**src/hdl/io_pkg.sv**
```systemverilog
package io_pkg;

  localparam int IO_NUM_SLOTS  = 16;
  localparam int IO_DATA_WIDTH = 16;

  // One address bit per register slot
  typedef logic [IO_NUM_SLOTS-1:0]  io_addr_t;
  typedef logic [IO_DATA_WIDTH-1:0] io_data_t;

  // Value is the address bit that selects the slot
  typedef enum logic [$clog2(IO_NUM_SLOTS)-1:0] {
    SLOT_PORTA_IN     = 4'd0,
    SLOT_PORTA_OUT    = 4'd1,
    SLOT_PORTA_DIR    = 4'd2,
    SLOT_LEDS         = 4'd3,
    SLOT_PORTB_IN     = 4'd4,
    SLOT_PORTB_OUT    = 4'd5,
    SLOT_PORTB_DIR    = 4'd6,
    SLOT_SRAM_DATA    = 4'd7,
    SLOT_PORTC_IN     = 4'd8,
    SLOT_PORTC_OUT    = 4'd9,
    SLOT_PORTC_DIR    = 4'd10,
    SLOT_SRAM_ADDR_LO = 4'd11,
    SLOT_TICKS        = 4'd14,
    SLOT_SRAM_ADDR_HI = 4'd15
  } io_slot_e;

  // One-hot bus address of a slot
  function automatic io_addr_t slot_addr(io_slot_e slot);
    return io_addr_t'(1) << slot;
  endfunction

endpackage

```
**src/hdl/board_pkg.sv**
```systemverilog
package board_pkg;

  // Each GPIO port is one full bus word wide
  localparam int GPIO_WIDTH = 16;
  typedef logic [GPIO_WIDTH-1:0] gpio_t;

  // 512K x 16 external SRAM
  localparam int SRAM_ADDR_WIDTH = 19;
  typedef logic [SRAM_ADDR_WIDTH-1:0] sram_addr_t;

  // Address bits above the 16-bit low slot
  localparam int SRAM_ADDR_HI_WIDTH = 3;

  // Board LEDs
  localparam int LED_COUNT = 4;
  typedef logic [LED_COUNT-1:0] led_t;

endpackage

```
**src/hdl/io_bus_if.sv**
```systemverilog
interface io_bus_if
  import io_pkg::*;
();

  logic     wr;
  io_addr_t addr;
  io_data_t wdata;
  // OR of all selected slots or zero when none is selected
  io_data_t rdata;

  modport host (
    output wr,
    output addr,
    output wdata,
    input  rdata
  );

  modport peripheral (
    input  wr,
    input  addr,
    input  wdata,
    output rdata
  );

endinterface

```
**src/hdl/gpio_port.sv**
```systemverilog
module gpio_port
  import board_pkg::*;
#(
  // Slot of the pin input; out and dir follow directly above it
  parameter int unsigned BASE_SLOT = 0
)
(
  input  logic         clk,
  input  logic         reset_extern,
  io_bus_if.peripheral bus,
  input  gpio_t        pin_in,
  output gpio_t        pin_out,
  output gpio_t        pin_oe
);

  logic sel_in;
  logic sel_out;
  logic sel_dir;

  assign sel_in  = bus.addr[BASE_SLOT];
  assign sel_out = bus.addr[BASE_SLOT + 1];
  assign sel_dir = bus.addr[BASE_SLOT + 2];

  // Direction bit 1 drives the pin
  always_ff @(posedge clk)
  begin
    if (reset_extern)
    begin
      pin_out <= '0;
      pin_oe  <= '0;
    end
    else
    begin
      if (bus.wr && sel_out)
        pin_out <= bus.wdata;
      if (bus.wr && sel_dir)
        pin_oe <= bus.wdata;
    end
  end

  // Readback of the three slots
  assign bus.rdata = (sel_in  ? pin_in  : '0)
                   | (sel_out ? pin_out : '0)
                   | (sel_dir ? pin_oe  : '0);

endmodule

```
**src/hdl/sram_port.sv**
```systemverilog
module sram_port
  import io_pkg::*;
  import board_pkg::*;
(
  input  logic         clk,
  input  logic         reset_extern,
  io_bus_if.peripheral bus,
  output sram_addr_t   sram_addr,
  output io_data_t     sram_data_out,
  input  io_data_t     sram_data_in,
  output logic         sram_data_oe,
  output logic         sram_we_n,
  output logic         sram_oe_n
);

  localparam int ADDR_LO_WIDTH = SRAM_ADDR_WIDTH - SRAM_ADDR_HI_WIDTH;

  logic sel_data;
  logic sel_addr_lo;
  logic sel_addr_hi;
  logic drive;

  assign sel_data    = |(bus.addr & slot_addr(SLOT_SRAM_DATA));
  assign sel_addr_lo = |(bus.addr & slot_addr(SLOT_SRAM_ADDR_LO));
  assign sel_addr_hi = |(bus.addr & slot_addr(SLOT_SRAM_ADDR_HI));

  // Address is set in two halves
  always_ff @(posedge clk)
  begin
    if (bus.wr && sel_addr_lo)
      sram_addr[ADDR_LO_WIDTH-1:0] <= bus.wdata;
    if (bus.wr && sel_addr_hi)
      sram_addr[SRAM_ADDR_WIDTH-1 -: SRAM_ADDR_HI_WIDTH] <= bus.wdata[SRAM_ADDR_HI_WIDTH-1:0];
    if (bus.wr && sel_data)
      sram_data_out <= bus.wdata;
  end

  // Write cycle lasts exactly one clock after the data write
  always_ff @(posedge clk)
  begin
    if (reset_extern)
      drive <= 1'b0;
    else
      drive <= bus.wr && sel_data;
  end

  // Chip output enabled whenever we are not writing
  assign sram_data_oe = drive;
  assign sram_we_n    = ~drive;
  assign sram_oe_n    = drive;

  assign bus.rdata = (sel_data    ? sram_data_in                                    : '0)
                   | (sel_addr_lo ? io_data_t'(sram_addr[ADDR_LO_WIDTH-1:0])        : '0)
                   | (sel_addr_hi ? io_data_t'(sram_addr[SRAM_ADDR_WIDTH-1 -:
                                                         SRAM_ADDR_HI_WIDTH])      : '0);

endmodule

```
**src/hdl/io_sysctl.sv**
```systemverilog
module io_sysctl
  import io_pkg::*;
  import board_pkg::*;
(
  input  logic     clk,
  input  logic     reset_extern,
  input  logic     io_wr,
  input  io_addr_t io_addr,
  input  io_data_t io_dout,
  output io_data_t io_din,
  output logic     interrupt,
  output led_t     leds,
  io_bus_if.host   porta_bus,
  io_bus_if.host   portb_bus,
  io_bus_if.host   portc_bus,
  io_bus_if.host   sram_bus
);

  logic     sel_leds;
  logic     sel_ticks;
  logic     ticks_load;
  io_data_t ticks;
  io_data_t local_rdata;

  // Single master, so every peripheral sees the same bus
  assign porta_bus.wr    = io_wr;
  assign porta_bus.addr  = io_addr;
  assign porta_bus.wdata = io_dout;

  assign portb_bus.wr    = io_wr;
  assign portb_bus.addr  = io_addr;
  assign portb_bus.wdata = io_dout;

  assign portc_bus.wr    = io_wr;
  assign portc_bus.addr  = io_addr;
  assign portc_bus.wdata = io_dout;

  assign sram_bus.wr     = io_wr;
  assign sram_bus.addr   = io_addr;
  assign sram_bus.wdata  = io_dout;

  assign sel_leds   = |(io_addr & slot_addr(SLOT_LEDS));
  assign sel_ticks  = |(io_addr & slot_addr(SLOT_TICKS));
  assign ticks_load = io_wr && sel_ticks;

  // Free-running tick counter, loadable from the bus
  always_ff @(posedge clk)
  begin
    if (reset_extern)
      ticks <= '0;
    else if (ticks_load)
      ticks <= io_dout;
    else
      ticks <= ticks + 1'b1;
  end

  // Pulse once when the counter wraps; a load on that edge suppresses it
  always_ff @(posedge clk)
  begin
    if (reset_extern)
      interrupt <= 1'b0;
    else
      interrupt <= (&ticks) && !ticks_load;
  end

  always_ff @(posedge clk)
  begin
    if (reset_extern)
      leds <= '0;
    else if (io_wr && sel_leds)
      leds <= io_dout[LED_COUNT-1:0];
  end

  assign local_rdata = (sel_leds  ? io_data_t'(leds) : '0)
                     | (sel_ticks ? ticks            : '0);

  // Peers share the bus, read data is simply ORed
  assign io_din = local_rdata
                | porta_bus.rdata
                | portb_bus.rdata
                | portc_bus.rdata
                | sram_bus.rdata;

endmodule

```
**src/hdl/io_peripherals.sv**
```systemverilog
module io_peripherals
  import io_pkg::*;
  import board_pkg::*;
#(
  parameter int unsigned PORTA_BASE = 0,
  parameter int unsigned PORTB_BASE = 4,
  parameter int unsigned PORTC_BASE = 8
)
(
  input  logic       clk,
  input  logic       reset_extern,

  // CPU I/O bus
  input  logic       io_wr,
  // Read strobe has no consumer once the UART is gone
  input  logic       io_rd,
  input  io_addr_t   io_addr,
  input  io_data_t   io_dout,
  output io_data_t   io_din,
  output logic       interrupt,

  output led_t       leds,

  input  gpio_t      porta_pin_in,
  output gpio_t      porta_pin_out,
  output gpio_t      porta_pin_oe,
  input  gpio_t      portb_pin_in,
  output gpio_t      portb_pin_out,
  output gpio_t      portb_pin_oe,
  input  gpio_t      portc_pin_in,
  output gpio_t      portc_pin_out,
  output gpio_t      portc_pin_oe,

  output sram_addr_t sram_addr,
  output io_data_t   sram_data_out,
  input  io_data_t   sram_data_in,
  output logic       sram_data_oe,
  output logic       sram_we_n,
  output logic       sram_oe_n
);

  io_bus_if porta_bus ();
  io_bus_if portb_bus ();
  io_bus_if portc_bus ();
  io_bus_if sram_bus ();

  io_sysctl u_io_sysctl (
    .clk          (clk),
    .reset_extern (reset_extern),
    .io_wr        (io_wr),
    .io_addr      (io_addr),
    .io_dout      (io_dout),
    .io_din       (io_din),
    .interrupt    (interrupt),
    .leds         (leds),
    .porta_bus    (porta_bus),
    .portb_bus    (portb_bus),
    .portc_bus    (portc_bus),
    .sram_bus     (sram_bus)
  );

  gpio_port #(
    .BASE_SLOT (PORTA_BASE)
  ) u_porta (
    .clk          (clk),
    .reset_extern (reset_extern),
    .bus          (porta_bus),
    .pin_in       (porta_pin_in),
    .pin_out      (porta_pin_out),
    .pin_oe       (porta_pin_oe)
  );

  gpio_port #(
    .BASE_SLOT (PORTB_BASE)
  ) u_portb (
    .clk          (clk),
    .reset_extern (reset_extern),
    .bus          (portb_bus),
    .pin_in       (portb_pin_in),
    .pin_out      (portb_pin_out),
    .pin_oe       (portb_pin_oe)
  );

  gpio_port #(
    .BASE_SLOT (PORTC_BASE)
  ) u_portc (
    .clk          (clk),
    .reset_extern (reset_extern),
    .bus          (portc_bus),
    .pin_in       (portc_pin_in),
    .pin_out      (portc_pin_out),
    .pin_oe       (portc_pin_oe)
  );

  sram_port u_sram_port (
    .clk           (clk),
    .reset_extern  (reset_extern),
    .bus           (sram_bus),
    .sram_addr     (sram_addr),
    .sram_data_out (sram_data_out),
    .sram_data_in  (sram_data_in),
    .sram_data_oe  (sram_data_oe),
    .sram_we_n     (sram_we_n),
    .sram_oe_n     (sram_oe_n)
  );

endmodule

```
**config.mk**
```make
export PLATFORM = sky130hd
export DESIGN_NAME = io_peripherals
export DESIGN_NICKNAME = d
export VERILOG_FILES = /design/src/hdl/io_pkg.sv /design/src/hdl/board_pkg.sv /design/src/hdl/io_bus_if.sv /design/src/hdl/gpio_port.sv /design/src/hdl/sram_port.sv /design/src/hdl/io_sysctl.sv /design/src/hdl/io_peripherals.sv
export SDC_FILE = /design/constraint.sdc
export NUM_CORES = 1
export LEC_CHECK = 0
export ABC_AREA = 1
export BUFFER_PORTS_ARGS = -buffer_cell sky130_fd_sc_hd__buf_2
export CORE_ASPECT_RATIO = 0.6
export CORE_UTILIZATION = 30
export DETAILED_ROUTE_END_ITERATION = 7
export HOLD_SLACK_MARGIN = 0.15
export PLACE_DENSITY_LB_ADDON = 0.12
export REMOVE_ABC_BUFFERS = 1
export SYNTH_ARGS = -nofsm -noshare
export SYNTH_HDL_FRONTEND = slang
export SYNTH_SLANG_ARGS = --single-unit
```
**constraint.sdc**
```tcl
create_clock -name clk -period 1.5 [get_ports clk]
set_input_delay 0.075 -clock clk [delete_from_list [all_inputs] [get_ports clk]]
set_output_delay 0.075 -clock clk [all_outputs]
set_load 0.01 [all_outputs]
```
==> results by group, run 1 <==
Setup path
  – Setup crit end kind: primary output
  – Worst Path Max Fanout: 2
  – CP Launch Type: flip-flop
  – Crit-path cells: a221oi_2 > buf_4 > nand3_2 > buf_6
  – Critical path class: reg -> out
  – Slowest CP cell: edfxtp_1
  – CP top delay family: flip-flops
  – Arr. time, crit path: 1.43 ns
  – Buf/Inv on CP: 2
  – Worst EP required: 1.42 ns
  – R2r setup slk: 0.12 ns
  – Slowest cell delay on critical path: 0.40 ns

Detailed routing
  – Vias: 6960
  – Iteration-0 DRC Markers: 384
  – Remaining DRCs: 36
  – WL/cell: 20.0 microns
  – Drt pass-1 iters: 8
  – Antenna Nets Post-Route: 0
  – Total routed wirelength: 28.1 mm
  – Via-to-Cell Ratio: 4.96

Power
  – VDD IR max: 0.847 mV
  – PwrDens: 1160 nW/um^2
  – LEAKAGE: 0.00449 uW
  – Power, Total: 11000 uW

Clocking
  – Clock sink count: 153
  – CTS Buffer Depth: 2
  – Worst skew pair latency: 0.42 ns
  – CTS buffer count: 17
  – Max H-tree Level: 4
  – Clk root buf: clkbuf_16
  – CTS tree: built
  – Clock transition at path regs: 0.07 ns

Timing
  – Final worst setup slack: -0.00697 ns
  – Final setup vio count: 1
  – Final period utilization: 1.00
  – Slew @ Worst Pin: 0.674 ns
  – Final hold vios: 0
  – RSZ-0062 raised after global routing: yes
  – Total Neg Setup Slack: -0.00697 ns
  – Tmin final: 1.51 ns
  – Skew final: 0.00559 ns
  – Fmax: 0.664 GHz
  – Max-slew violations: 0
  – Slew headroom: 0.551

Synth
  – Cell taking the most area after synthesis: dfxtp_1
  – Distinct cells, synth: 26
  – Most frequent cell after synthesis: nand2_1
  – Syn. warnings: 0
  – Mapped cell area: 6590 sq um
  – Share of the synthesized area in the top cell type: 0.358
  – Post-synth EDFFs: 35
  – Ys async rst share: 0
  – Synth cell count leaders: nand2_1, dfxtp_1, a21oi_1
  – Seq/Total Area, Yosys: 0.518
  – Synth area leaders: dfxtp_1, edfxtp_1, nand2_1
  – Yosys reg bits: 153
  – Cells after Synth: 821
  – Avg Cell Area, Syn: 8.03 sq um
  – Synth Flop Type: dfxtp_1

Global routing
  – Antenna violations before repair: 3
  – Largest net degree at the start of global routing: 39
  – Gr ovfl total: 0
  – Total GRT Usage: 0.247
  – First-pass GRT wire length: 40.2 mm
  – Number of global-route vias before repair: 6240

Floorplanning
  – Initial Util: 0.310
  – Row Count: 41
  – Die Y: 117 microns
  – Ports: 255
  – Die X: 193 microns
  – Die ar.: 22600 sq um
  – Core area: 21300 sq um

Place
  – PortBufs: 251
  – Detailed placement HPWL: 19.6 mm
  – DP Area: 8410 sq um
  – Pre-CTS setup slack: 0.0700 ns
  – RePlAce Congestion: 0.856
  – Placed cells: 1342

Layout
  – Fraction of layout instances using a drive strength above 1: 0.349
  – Final Instance Area: 9510 sq um
  – Filler cells: 2169
  – Synth-to-Final Area Change: 44.3%
  – Final std cells w/o fill: 1403
  – Final nets: 1210
  – Register area: 3430 sq um
  – Combined area of the multi-input logic cells: 2940 sq um

Job
  – MaxCap Viol Count: 0

Run status
  – Failing checks: DRC, setup timing
  – Status: finished, violations left

Min path
  – Worst Hold Class: in -> reg
metal layers:
metal  routed length, microns  GRT usage  part of all wire
met3                     2090     0.0593             0.075
met5                        0          0                 0
met1                    14300      0.367              0.51
met2                    11300      0.354              0.40
met4                      352     0.0651             0.013
registers in the layout (all words and copies together), names as in the netlist:
name	count
u_io_sysctl.ticks	16
u_sram_port.sram_data_oe	1
u_porta.pin_out	16
u_portb.pin_oe	16
u_porta.pin_oe	16
u_sram_port.sram_addr	19
u_portc.pin_oe	16
u_io_sysctl.interrupt	1
u_portc.pin_out	16
u_portb.pin_out	16
u_io_sysctl.leds	4
u_sram_port.sram_data_out	16
per-stage QoR:
stage | hold slack, ns | util
after floorplan | 0.147 | -
after CTS | 0.224 | 0.441
final | 0.259 | 0.447
after global placement | 0.283 | 0.395
after detailed placement | 0.284 | 0.395
after global routing | 0.267 | 0.446
placed cells by master, fill, tap and decap left out, types with 3 or more instances in the layout:
cell           netlist  layout
buf_2               17     250
inv_6                0       4
dfxtp_2              0      11
a21oi_1             91      89
a221oi_1            33      12
dlygate4sd3_1        0      21
a221oi_2             0      19
o21ai_0             90      89
xnor2_1              3       3
nor2_1              76      73
bufinv_16            0       3
edfxtp_1            35      35
nand2_2              6       9
inv_1               45      44
xor2_1               4       4
buf_12               0      11
dfxtp_1            118     106
buf_4                8      37
o21ai_1             21      22
nand3_1             35      33
clkinvlp_4           0       4
a22o_1              11      11
nand2_1            178     175
inv_2                7       8
clkbuf_16            0      17
nand4_1              8       8
worst min-delay path: cells and delay by family:
kind,cells,cell delay [ns]
buffers and inverters,1,0.23
AND/OR/NAND/NOR,2,0.25
AO/OA/AOI/OAI,1,0.09
cell type report:
class / instances / area share
Antenna cell: 2 / 0.000526
Clock buffer: 19 / 0.0455
Clock inverter: 13 / 0.0178
Inverter: 53 / 0.0209
Multi-Input combinational cell: 563 / 0.309
Sequential cell: 153 / 0.361
Tap cell: 279 / 0.0367
Timing Repair Buffer: 321 / 0.208
power breakdown:
group          internal [uW]  switching [uW]
registers               4500             232
clock network           2640            1850
logic                    749            1070
total                   7890            3140
repair_timing:
item | in CTS | in global routing
gates resized for setup | 27 | 28
setup buffers | 7 | 1
setup endpoints to repair | 13 | 20
pin swaps | 9 | 10
hold endpoints to repair | 152 | 0
hold buffers | 21 | 0
cell families after synthesis:
logic type      Yosys count  share of synthesized area
fa+ha+maj                 1                    0.00190
xor+xnor                  7                    0.00930
flops                   153                      0.518
buf+inv                 105                     0.0676
compound gates          248                      0.214
simple gates            307                      0.189
final timing paths:
kind                                       from                                to  cells past startpoint
max          u_sram_port.sram_addr[9]$_DFFE_PP_                         io_din[9]                      4
min                                  io_addr[2]    u_porta.pin_oe[0]$_SDFFE_PP0P_                      4
max reg2reg     u_io_sysctl.ticks[0]$_SDFF_PP0_  u_io_sysctl.ticks[13]$_SDFF_PP0_                      9
min reg2reg     u_portb.pin_out[0]$_SDFFE_PP0P_   u_portb.pin_out[0]$_SDFFE_PP0P_                      2
Power figures use the tool's default switching activity.
==> inputs of run 2 (changes only) <==
--- a/config.mk
+++ b/config.mk
@@ -15,4 +15,5 @@
 export REMOVE_ABC_BUFFERS = 1
 export SYNTH_ARGS = -nofsm -noshare
 export SYNTH_HDL_FRONTEND = slang
+export SYNTH_HIERARCHICAL = 1
 export SYNTH_SLANG_ARGS = --single-unit
==> results by group, run 2 <==
Floorplanning
  – Die X: 216 microns (was 193 microns)
  – Die ar.: 28300 sq um (was 22600 sq um)
  – Row Count: 46 (was 41)
  – Die Y: 131 microns (was 117 microns)
  – Core area: 26800 sq um (was 21300 sq um)
  – Initial Util: 0.309 (was 0.310)
  – Ports: 255 (unchanged)

Detailed routing
  – DRT met1 WL: 15.6 mm (was 14.3 mm)
  – Met2 WL: 12.9 mm (was 11.3 mm)
  – WL/cell: 17.2 microns (was 20.0 microns)
  – Iteration-0 DRC Markers: 636 (was 384)
  – Remaining DRCs: 0 (was 36)
  – Vias: 8019 (was 6960)
  – Total routed wirelength: 31.2 mm (was 28.1 mm)
  – Met3 Wirelength: 2.44 mm (was 2.09 mm)
  – Via-to-Cell Ratio: 4.41 (was 4.96)
  – Top layer in use: met4 (unchanged)
  – Drt pass-1 iters: 6 (was 8)
  – Antenna Nets Post-Route: 0 (unchanged)

Layout
  – Final Instance Area: 10600 sq um (was 9510 sq um)
  – Register area: 3440 sq um (was 3430 sq um)
  – Combined area of the multi-input logic cells: 3690 sq um (was 2940 sq um)
  – Commonest non-fill, non-tap cell in the layout: nand2_1 (was buf_2)
  – Largest Register: u_sram_port/sram_addr (was u_sram_port.sram_addr)
  – Synth-to-Final Area Change: 28.7% (was 44.3%)
  – Max FFs per register: 19 (unchanged)
  – Commonest non-fill, non-tap cells in the layout: nand2_1, buf_2, nor2_1, inv_1, dfxtp_1 (was buf_2, nand2_1, dfxtp_1, a21oi_1, o21ai_0)
  – Filler cells: 2897 (was 2169)
  – Final nets: 1544 (was 1210)
  – Fraction of layout instances using a drive strength above 1: 0.304 (was 0.349)
  – Post-Route Utilization: 0.398 (was 0.447)

Synth
  – Syn. warnings: 6 (was 0)
  – Mapped cell area: 8270 sq um (was 6590 sq um)
  – Avg Cell Area, Syn: 6.72 sq um (was 8.03 sq um)
  – Cells after Synth: 1230 (was 821)

Setup path
  – CP Launch Type: flip-flop (unchanged)
  – Slowest CP cell: dfxtp_2 (was edfxtp_1)
  – Crit-path cells: nand2_1 > nand3_2 > nor4_2 > o21ai_1 > buf_2 (was a221oi_2 > buf_4 > nand3_2 > buf_6)
  – Setup crit end kind: primary output (unchanged)
  – Arr. time, crit path: 1.56 ns (was 1.43 ns)
  – Critical path class: reg -> out (unchanged)
  – Slowest cell delay on critical path: 0.33 ns (was 0.40 ns)
  – Crit path launch: u_porta/pin_oe[11]$_SDFFE_PP0P_ (was u_sram_port.sram_addr[9]$_DFFE_PP_)
  – Worst Path Max Fanout: 3 (was 2)
  – RR Startpoint: u_io_sysctl/ticks[0]$_SDFF_PP0_ (was u_io_sysctl.ticks[0]$_SDFF_PP0_)
  – Worst EP required: 1.42 ns (about the same)

Timing
  – Slew headroom: 0.566 (was 0.551)
  – Final period utilization: 1.09 (was 1.00)
  – Slew @ Worst Pin: 0.650 ns (was 0.674 ns)
  – Tmin final: 1.64 ns (was 1.51 ns)
  – Final hold vios: 0 (unchanged)
  – Max-slew violations: 0 (unchanged)
  – Fmax: 0.610 GHz (was 0.664 GHz)
  – Final setup vio count: 16 (was 1)
  – Total Neg Setup Slack: -1.34 ns (was -0.00697 ns)
  – Skew final: 0.00748 ns (was 0.00559 ns)
  – Final worst setup slack: -0.138 ns (was -0.00697 ns)
  – RSZ-0062 raised after global routing: yes (unchanged)
  – WHS: 0.265 ns (was 0.259 ns)

Clocking
  – Worst skew pair latency: 0.44 ns (was 0.42 ns)
  – CTS tree: built (unchanged)
  – Clock transition at path regs: 0.06 ns (was 0.07 ns)
  – Clock sink count: 153 (unchanged)
  – CTS buffer count: 17 (unchanged)
  – Max H-tree Level: 4 (unchanged)
  – Clk root buf: clkbuf_16 (unchanged)
  – CTS Buffer Depth: 2 (unchanged)

Power
  – PwrDens: 1070 nW/um^2 (was 1160 nW/um^2)
  – Power, Total: 11400 uW (was 11000 uW)
  – VDD IR max: 0.706 mV (was 0.847 mV)
  – LEAKAGE: 0.00560 uW (was 0.00449 uW)

Place
  – PortBufs: 251 (unchanged)
  – Detailed placement HPWL: 22.8 mm (was 19.6 mm)
  – RePlAce Congestion: 0.921 (was 0.856)
  – DP Area: 9300 sq um (was 8410 sq um)

Global routing
  – Gr ovfl total: 0 (unchanged)
  – Antenna violations before repair: 1 (was 3)
  – First-pass GRT wire length: 44.9 mm (was 40.2 mm)
  – Number of global-route vias before repair: 6972 (was 6240)
  – Largest net degree at the start of global routing: 33 (was 39)
  – Total GRT Usage: 0.219 (was 0.247)

Run status
  – Status: finished, violations left (unchanged)
  – Failing checks: setup timing (was DRC, setup timing)

Min path
  – Worst Hold Class: in -> reg (unchanged)
  – Hold Startpoint: io_addr[14] (was io_addr[2])

Job
  – MaxCap Viol Count: 0 (unchanged)
==> run 2: changes by cell type in the layout (fill, tap and decap cells not counted), sizes merged, moves of 4 or more <==
cell / change
o21ai: -84
a221oi: -33
nor2: +163
buf: +8
nand3: +31
inv: +79
nand4: -5
nor4: +17
nand2: +255
clkinv: +4
a22o: -11
a21oi: -86
==> run 2: path summary, 6_finish.rpt <==
check	to	cells past startpoint	slack, ns
setup reg to reg	u_io_sysctl/ticks[11]$_SDFF_PP0_	8	0.10
setup / recovery	io_din[11]	5	-0.14
hold / removal	u_io_sysctl/ticks[2]$_SDFF_PP0_	3	0.26
hold reg to reg	u_io_sysctl/leds[1]$_SDFFE_PP0P_	2	0.52
==> run 2: timing repair <==
item,CTS,global route
setup endpoints to repair,16,17
hold buffers,21,0
endpoints found under the hold margin,155,0
gates resized for setup,18,85
pin swaps,19,32
cloned,0,0
buffers inserted,5,14
==> run 2: where the power goes <==
group / total, uW / switching [uW] / internal (uW)
logic: 2100 / 1310 / 796
clock network: 4600 / 1850 / 2750
registers: 4710 / 201 / 4510
total: 11400 / 3350 / 8060
==> run 2: stage by stage <==
stage	worst slack [ns]	std cells
5_1_grt	-0.201	1816
4_1_cts	-0.217	1802
6_report	-0.138	1817
2_1_floorplan	0.252	1095
3_5_place_dp	0.0929	1744
3_3_place_gp	0.0921	1744
==> run 2: per-layer routing <==
| metal | GRT usage | vias to the layer above |
|---|---|---|
| li1 | - | 4065 |
| met1 | 0.320 | 3639 |
| met2 | 0.321 | 298 |
| met3 | 0.0519 | 17 |
| met4 | 0.0559 | 0 |
| met5 | 0 | - |
==> run 2: critical path, delay by kind of cell (launching register included) <==
kind,cells,cell delay [ns]
AO/OA/AOI/OAI,1,0.13
buffers and inverters,1,0.17
flip-flops,1,0.33
AND/OR/NAND/NOR,3,0.50
==> run 2: layout make-up <==
type	count	share of cell area
clock buffers	17	0.0400
flip-flops and latches	153	0.324
inverters	135	0.0476
clock inverters	15	0.0172
diodes	1	0.000235
well taps	360	0.0423
multi-input cells	807	0.346
repair buffers	329	0.183
==> inputs of run 3 (changes only) <==
--- a/config.mk
+++ b/config.mk
@@ -7,6 +7,8 @@
 export LEC_CHECK = 0
 export ABC_AREA = 1
 export BUFFER_PORTS_ARGS = -buffer_cell sky130_fd_sc_hd__buf_2
+export CELL_PAD_IN_SITES_DETAIL_PLACEMENT = 0
+export CELL_PAD_IN_SITES_GLOBAL_PLACEMENT = 1
 export CORE_ASPECT_RATIO = 0.6
 export CORE_UTILIZATION = 30
 export DETAILED_ROUTE_END_ITERATION = 7
==> constraint.sdc (replaced) <==
create_clock -name clk -period 1.9 [get_ports clk]
set_input_delay 0.095 -clock clk [delete_from_list [all_inputs] [get_ports clk]]
set_output_delay 0.095 -clock clk [all_outputs]
set_load 0.01 [all_outputs]
==> results by group, run 3 (synthesized netlist as in run 2, its figures left out) <==
Run status
  – Status: finished clean (was finished, violations left)

Global routing
  – First-pass GRT wire length: 48.2 mm (was 44.9 mm)
  – Total GRT Usage: 0.242 (was 0.219)
  – Largest net degree at the start of global routing: 33 (unchanged)
  – Gr ovfl total: 0 (unchanged)
  – Antenna violations before repair: 0 (was 1)
  – Number of global-route vias before repair: 7006 (was 6972)

Layout
  – Max FFs per register: 19 (unchanged)
  – Fraction of layout instances using a drive strength above 1: 0.255 (was 0.304)
  – Synth-to-Final Area Change: 24.5% (was 28.7%)
  – Commonest non-fill, non-tap cell in the layout: nand2_1 (unchanged)
  – Final nets: 1514 (was 1544)
  – Commonest non-fill, non-tap cells in the layout: nand2_1, buf_2, nor2_1, inv_1, dfxtp_1 (unchanged)
  – Post-Route Utilization: 0.385 (was 0.398)
  – Largest Register: u_sram_port/sram_addr (unchanged)

Clocking
  – CTS Buffer Depth: 2 (unchanged)
  – Worst skew pair latency: 0.44 ns (about the same)
  – Max H-tree Level: 4 (unchanged)
  – Clock transition at path regs: 0.07 ns (was 0.06 ns)
  – Clk root buf: clkbuf_16 (unchanged)
  – CTS buffer count: 17 (unchanged)
  – Clock sink count: 153 (unchanged)
  – CTS tree: built (unchanged)

Detailed routing
  – Antenna Nets Post-Route: 0 (unchanged)
  – Total routed wirelength: 34.1 mm (was 31.2 mm)
  – Iteration-0 DRC Markers: 607 (was 636)
  – Drt pass-1 iters: 5 (was 6)
  – Via-to-Cell Ratio: 4.45 (was 4.41)
  – Remaining DRCs: 0 (unchanged)
  – Vias: 7947 (was 8019)
  – WL/cell: 19.1 microns (was 17.2 microns)

Setup path
  – Slowest cell delay on critical path: 0.41 ns (was 0.33 ns)
  – Arr. time, crit path: 1.78 ns (was 1.56 ns)
  – Worst Path Max Fanout: 3 (unchanged)
  – CP top delay family: simple AND/OR/NAND/NOR gates (unchanged)
  – Buf/Inv on CP: 1 (unchanged)
  – Crit-path cells: nand2_1 > nand3_1 > nor4_2 > o21ai_2 > buf_2 (was nand2_1 > nand3_2 > nor4_2 > o21ai_1 > buf_2)
  – Setup crit end kind: primary output (unchanged)
  – Slowest CP cell: nor4_2 (was dfxtp_2)
  – Critical path class: reg -> out (unchanged)
  – CP Launch Type: flip-flop (unchanged)
  – Worst EP required: 1.80 ns (was 1.42 ns)

Timing
  – Tmin final: 1.87 ns
  – WHS: 0.225 ns (was 0.265 ns)
  – Final hold vios: 0 (unchanged)
  – Slew @ Worst Pin: 0.475 ns (was 0.650 ns)
  – Final setup vio count: 0 (was 16)
  – Slew headroom: 0.683 (was 0.566)
  – Final period utilization: 0.985
  – Max-slew violations: 0 (unchanged)
  – RSZ-0062 raised after global routing: yes (unchanged)
  – Fmax: 0.534 GHz
  – Skew final: 0.00392 ns (was 0.00748 ns)

Floorplanning
  – Die X: 216 microns (unchanged)
  – Die Y: 131 microns (unchanged)
  – Row Count: 46 (unchanged)
  – Initial Util: 0.309 (unchanged)
  – Core area: 26800 sq um (unchanged)
  – Ports: 255 (unchanged)
  – Die ar.: 28300 sq um (unchanged)

Min path
  – Worst Hold Class: in -> reg (unchanged)

Power
  – VDD IR max: 0.460 mV (was 0.706 mV)
  – Power, Total: 9100 uW (was 11400 uW)
  – PwrDens: 884 nW/um^2 (was 1070 nW/um^2)
  – LEAKAGE: 0.00539 uW (was 0.00560 uW)

Place
  – Detailed placement HPWL: 24.5 mm (was 22.8 mm)
  – PortBufs: 251 (unchanged)
  – RePlAce Congestion: 0.866 (was 0.921)

Job
  – MaxCap Viol Count: 0 (unchanged)
run 3: cell count changes in the layout (fill, tap and decap cells not counted), moves of 4 or more:
cell / before / now
nand2_1: 410 / 425
nand3_1: 39 / 49
nand3_2: 22 / 10
clkinv_2: 5 / 0
clkinv_4: 0 / 4
dfxtp_1: 93 / 118
nand2_2: 24 / 9
buf_4: 53 / 27
dfxtp_2: 25 / 0
run 3: per-layer routing:
layer  wire length, microns  track usage  part of all wire
met1                  17800        0.369              0.52
met2                  13500        0.335              0.40
met3                   2400       0.0507             0.070
met4                    438       0.0684             0.013
met5                      0            0                 0
run 3: final timing paths:
kind | from | to | slack (ns) | cells past startpoint
worst max-delay path | u_porta/pin_out[12]$_SDFFE_PP0P_ | io_din[12] | 0.03 | 5
worst max register to register | u_io_sysctl/ticks[0]$_SDFF_PP0_ | u_io_sysctl/ticks[14]$_SDFF_PP0_ | 0.41 | 8
worst min-delay path | io_wr | u_sram_port/sram_data_oe$_SDFF_PP0_ | 0.23 | 4
worst min register to register | u_io_sysctl/ticks[0]$_SDFF_PP0_ | u_io_sysctl/ticks[0]$_SDFF_PP0_ | 0.51 | 1
run 3: tightest hold or removal path: stages:
cell	delay, ns
buf_2	0.12
buf_4	0.23
nand2_1	0.13
nor2_1	0.04
run 3: timing repair:
| action | CTS | global route |
|---|---|---|
| pin swaps | 4 | 8 |
| hold endpoints to repair | 146 | 0 |
| buffers inserted | 1 | 2 |
| gates resized for setup | 28 | 26 |
| hold buffers | 20 | 0 |
| setup endpoints to repair | 10 | 12 |
run 3: layout make-up:
cell class | count | area [sq um]
clock buffer | 18 | 429
multi-input combinational | 807 | 3610
inverter | 135 | 507
sequential | 153 | 3410
antenna | 1 | 2.50
tap | 360 | 450
clock inverter | 14 | 198
timing repair buffer | 299 | 1680
fill | 2873 | 16500
run 3: power by group:
| group | internal [uW] | leakage [uW] | total [uW] | switching (uW) |
|---|---|---|---|---|
| Combinational | 571 | 0.00379 | 1670 | 1090 |
| Sequential | 3550 | 0.00130 | 3720 | 171 |
| Clock | 2200 | 0.000290 | 3710 | 1500 |
| Total | 6330 | 0.00539 | 9100 | 2770 |
run 3: stage by stage:
stage	instance area, sq um	setup TNS (ns)	setup slack, ns	cells
6_report	10300	0	0.0278	1787
5_1_grt	10300	-0.0364	-0.0230	1786
3_5_place_dp	9160	0	0.152	1731
2_1_floorplan	7260	0	0.652	1095
3_3_place_gp	9160	0	0.151	1731
4_1_cts	10100	-0.0302	-0.0302	1784
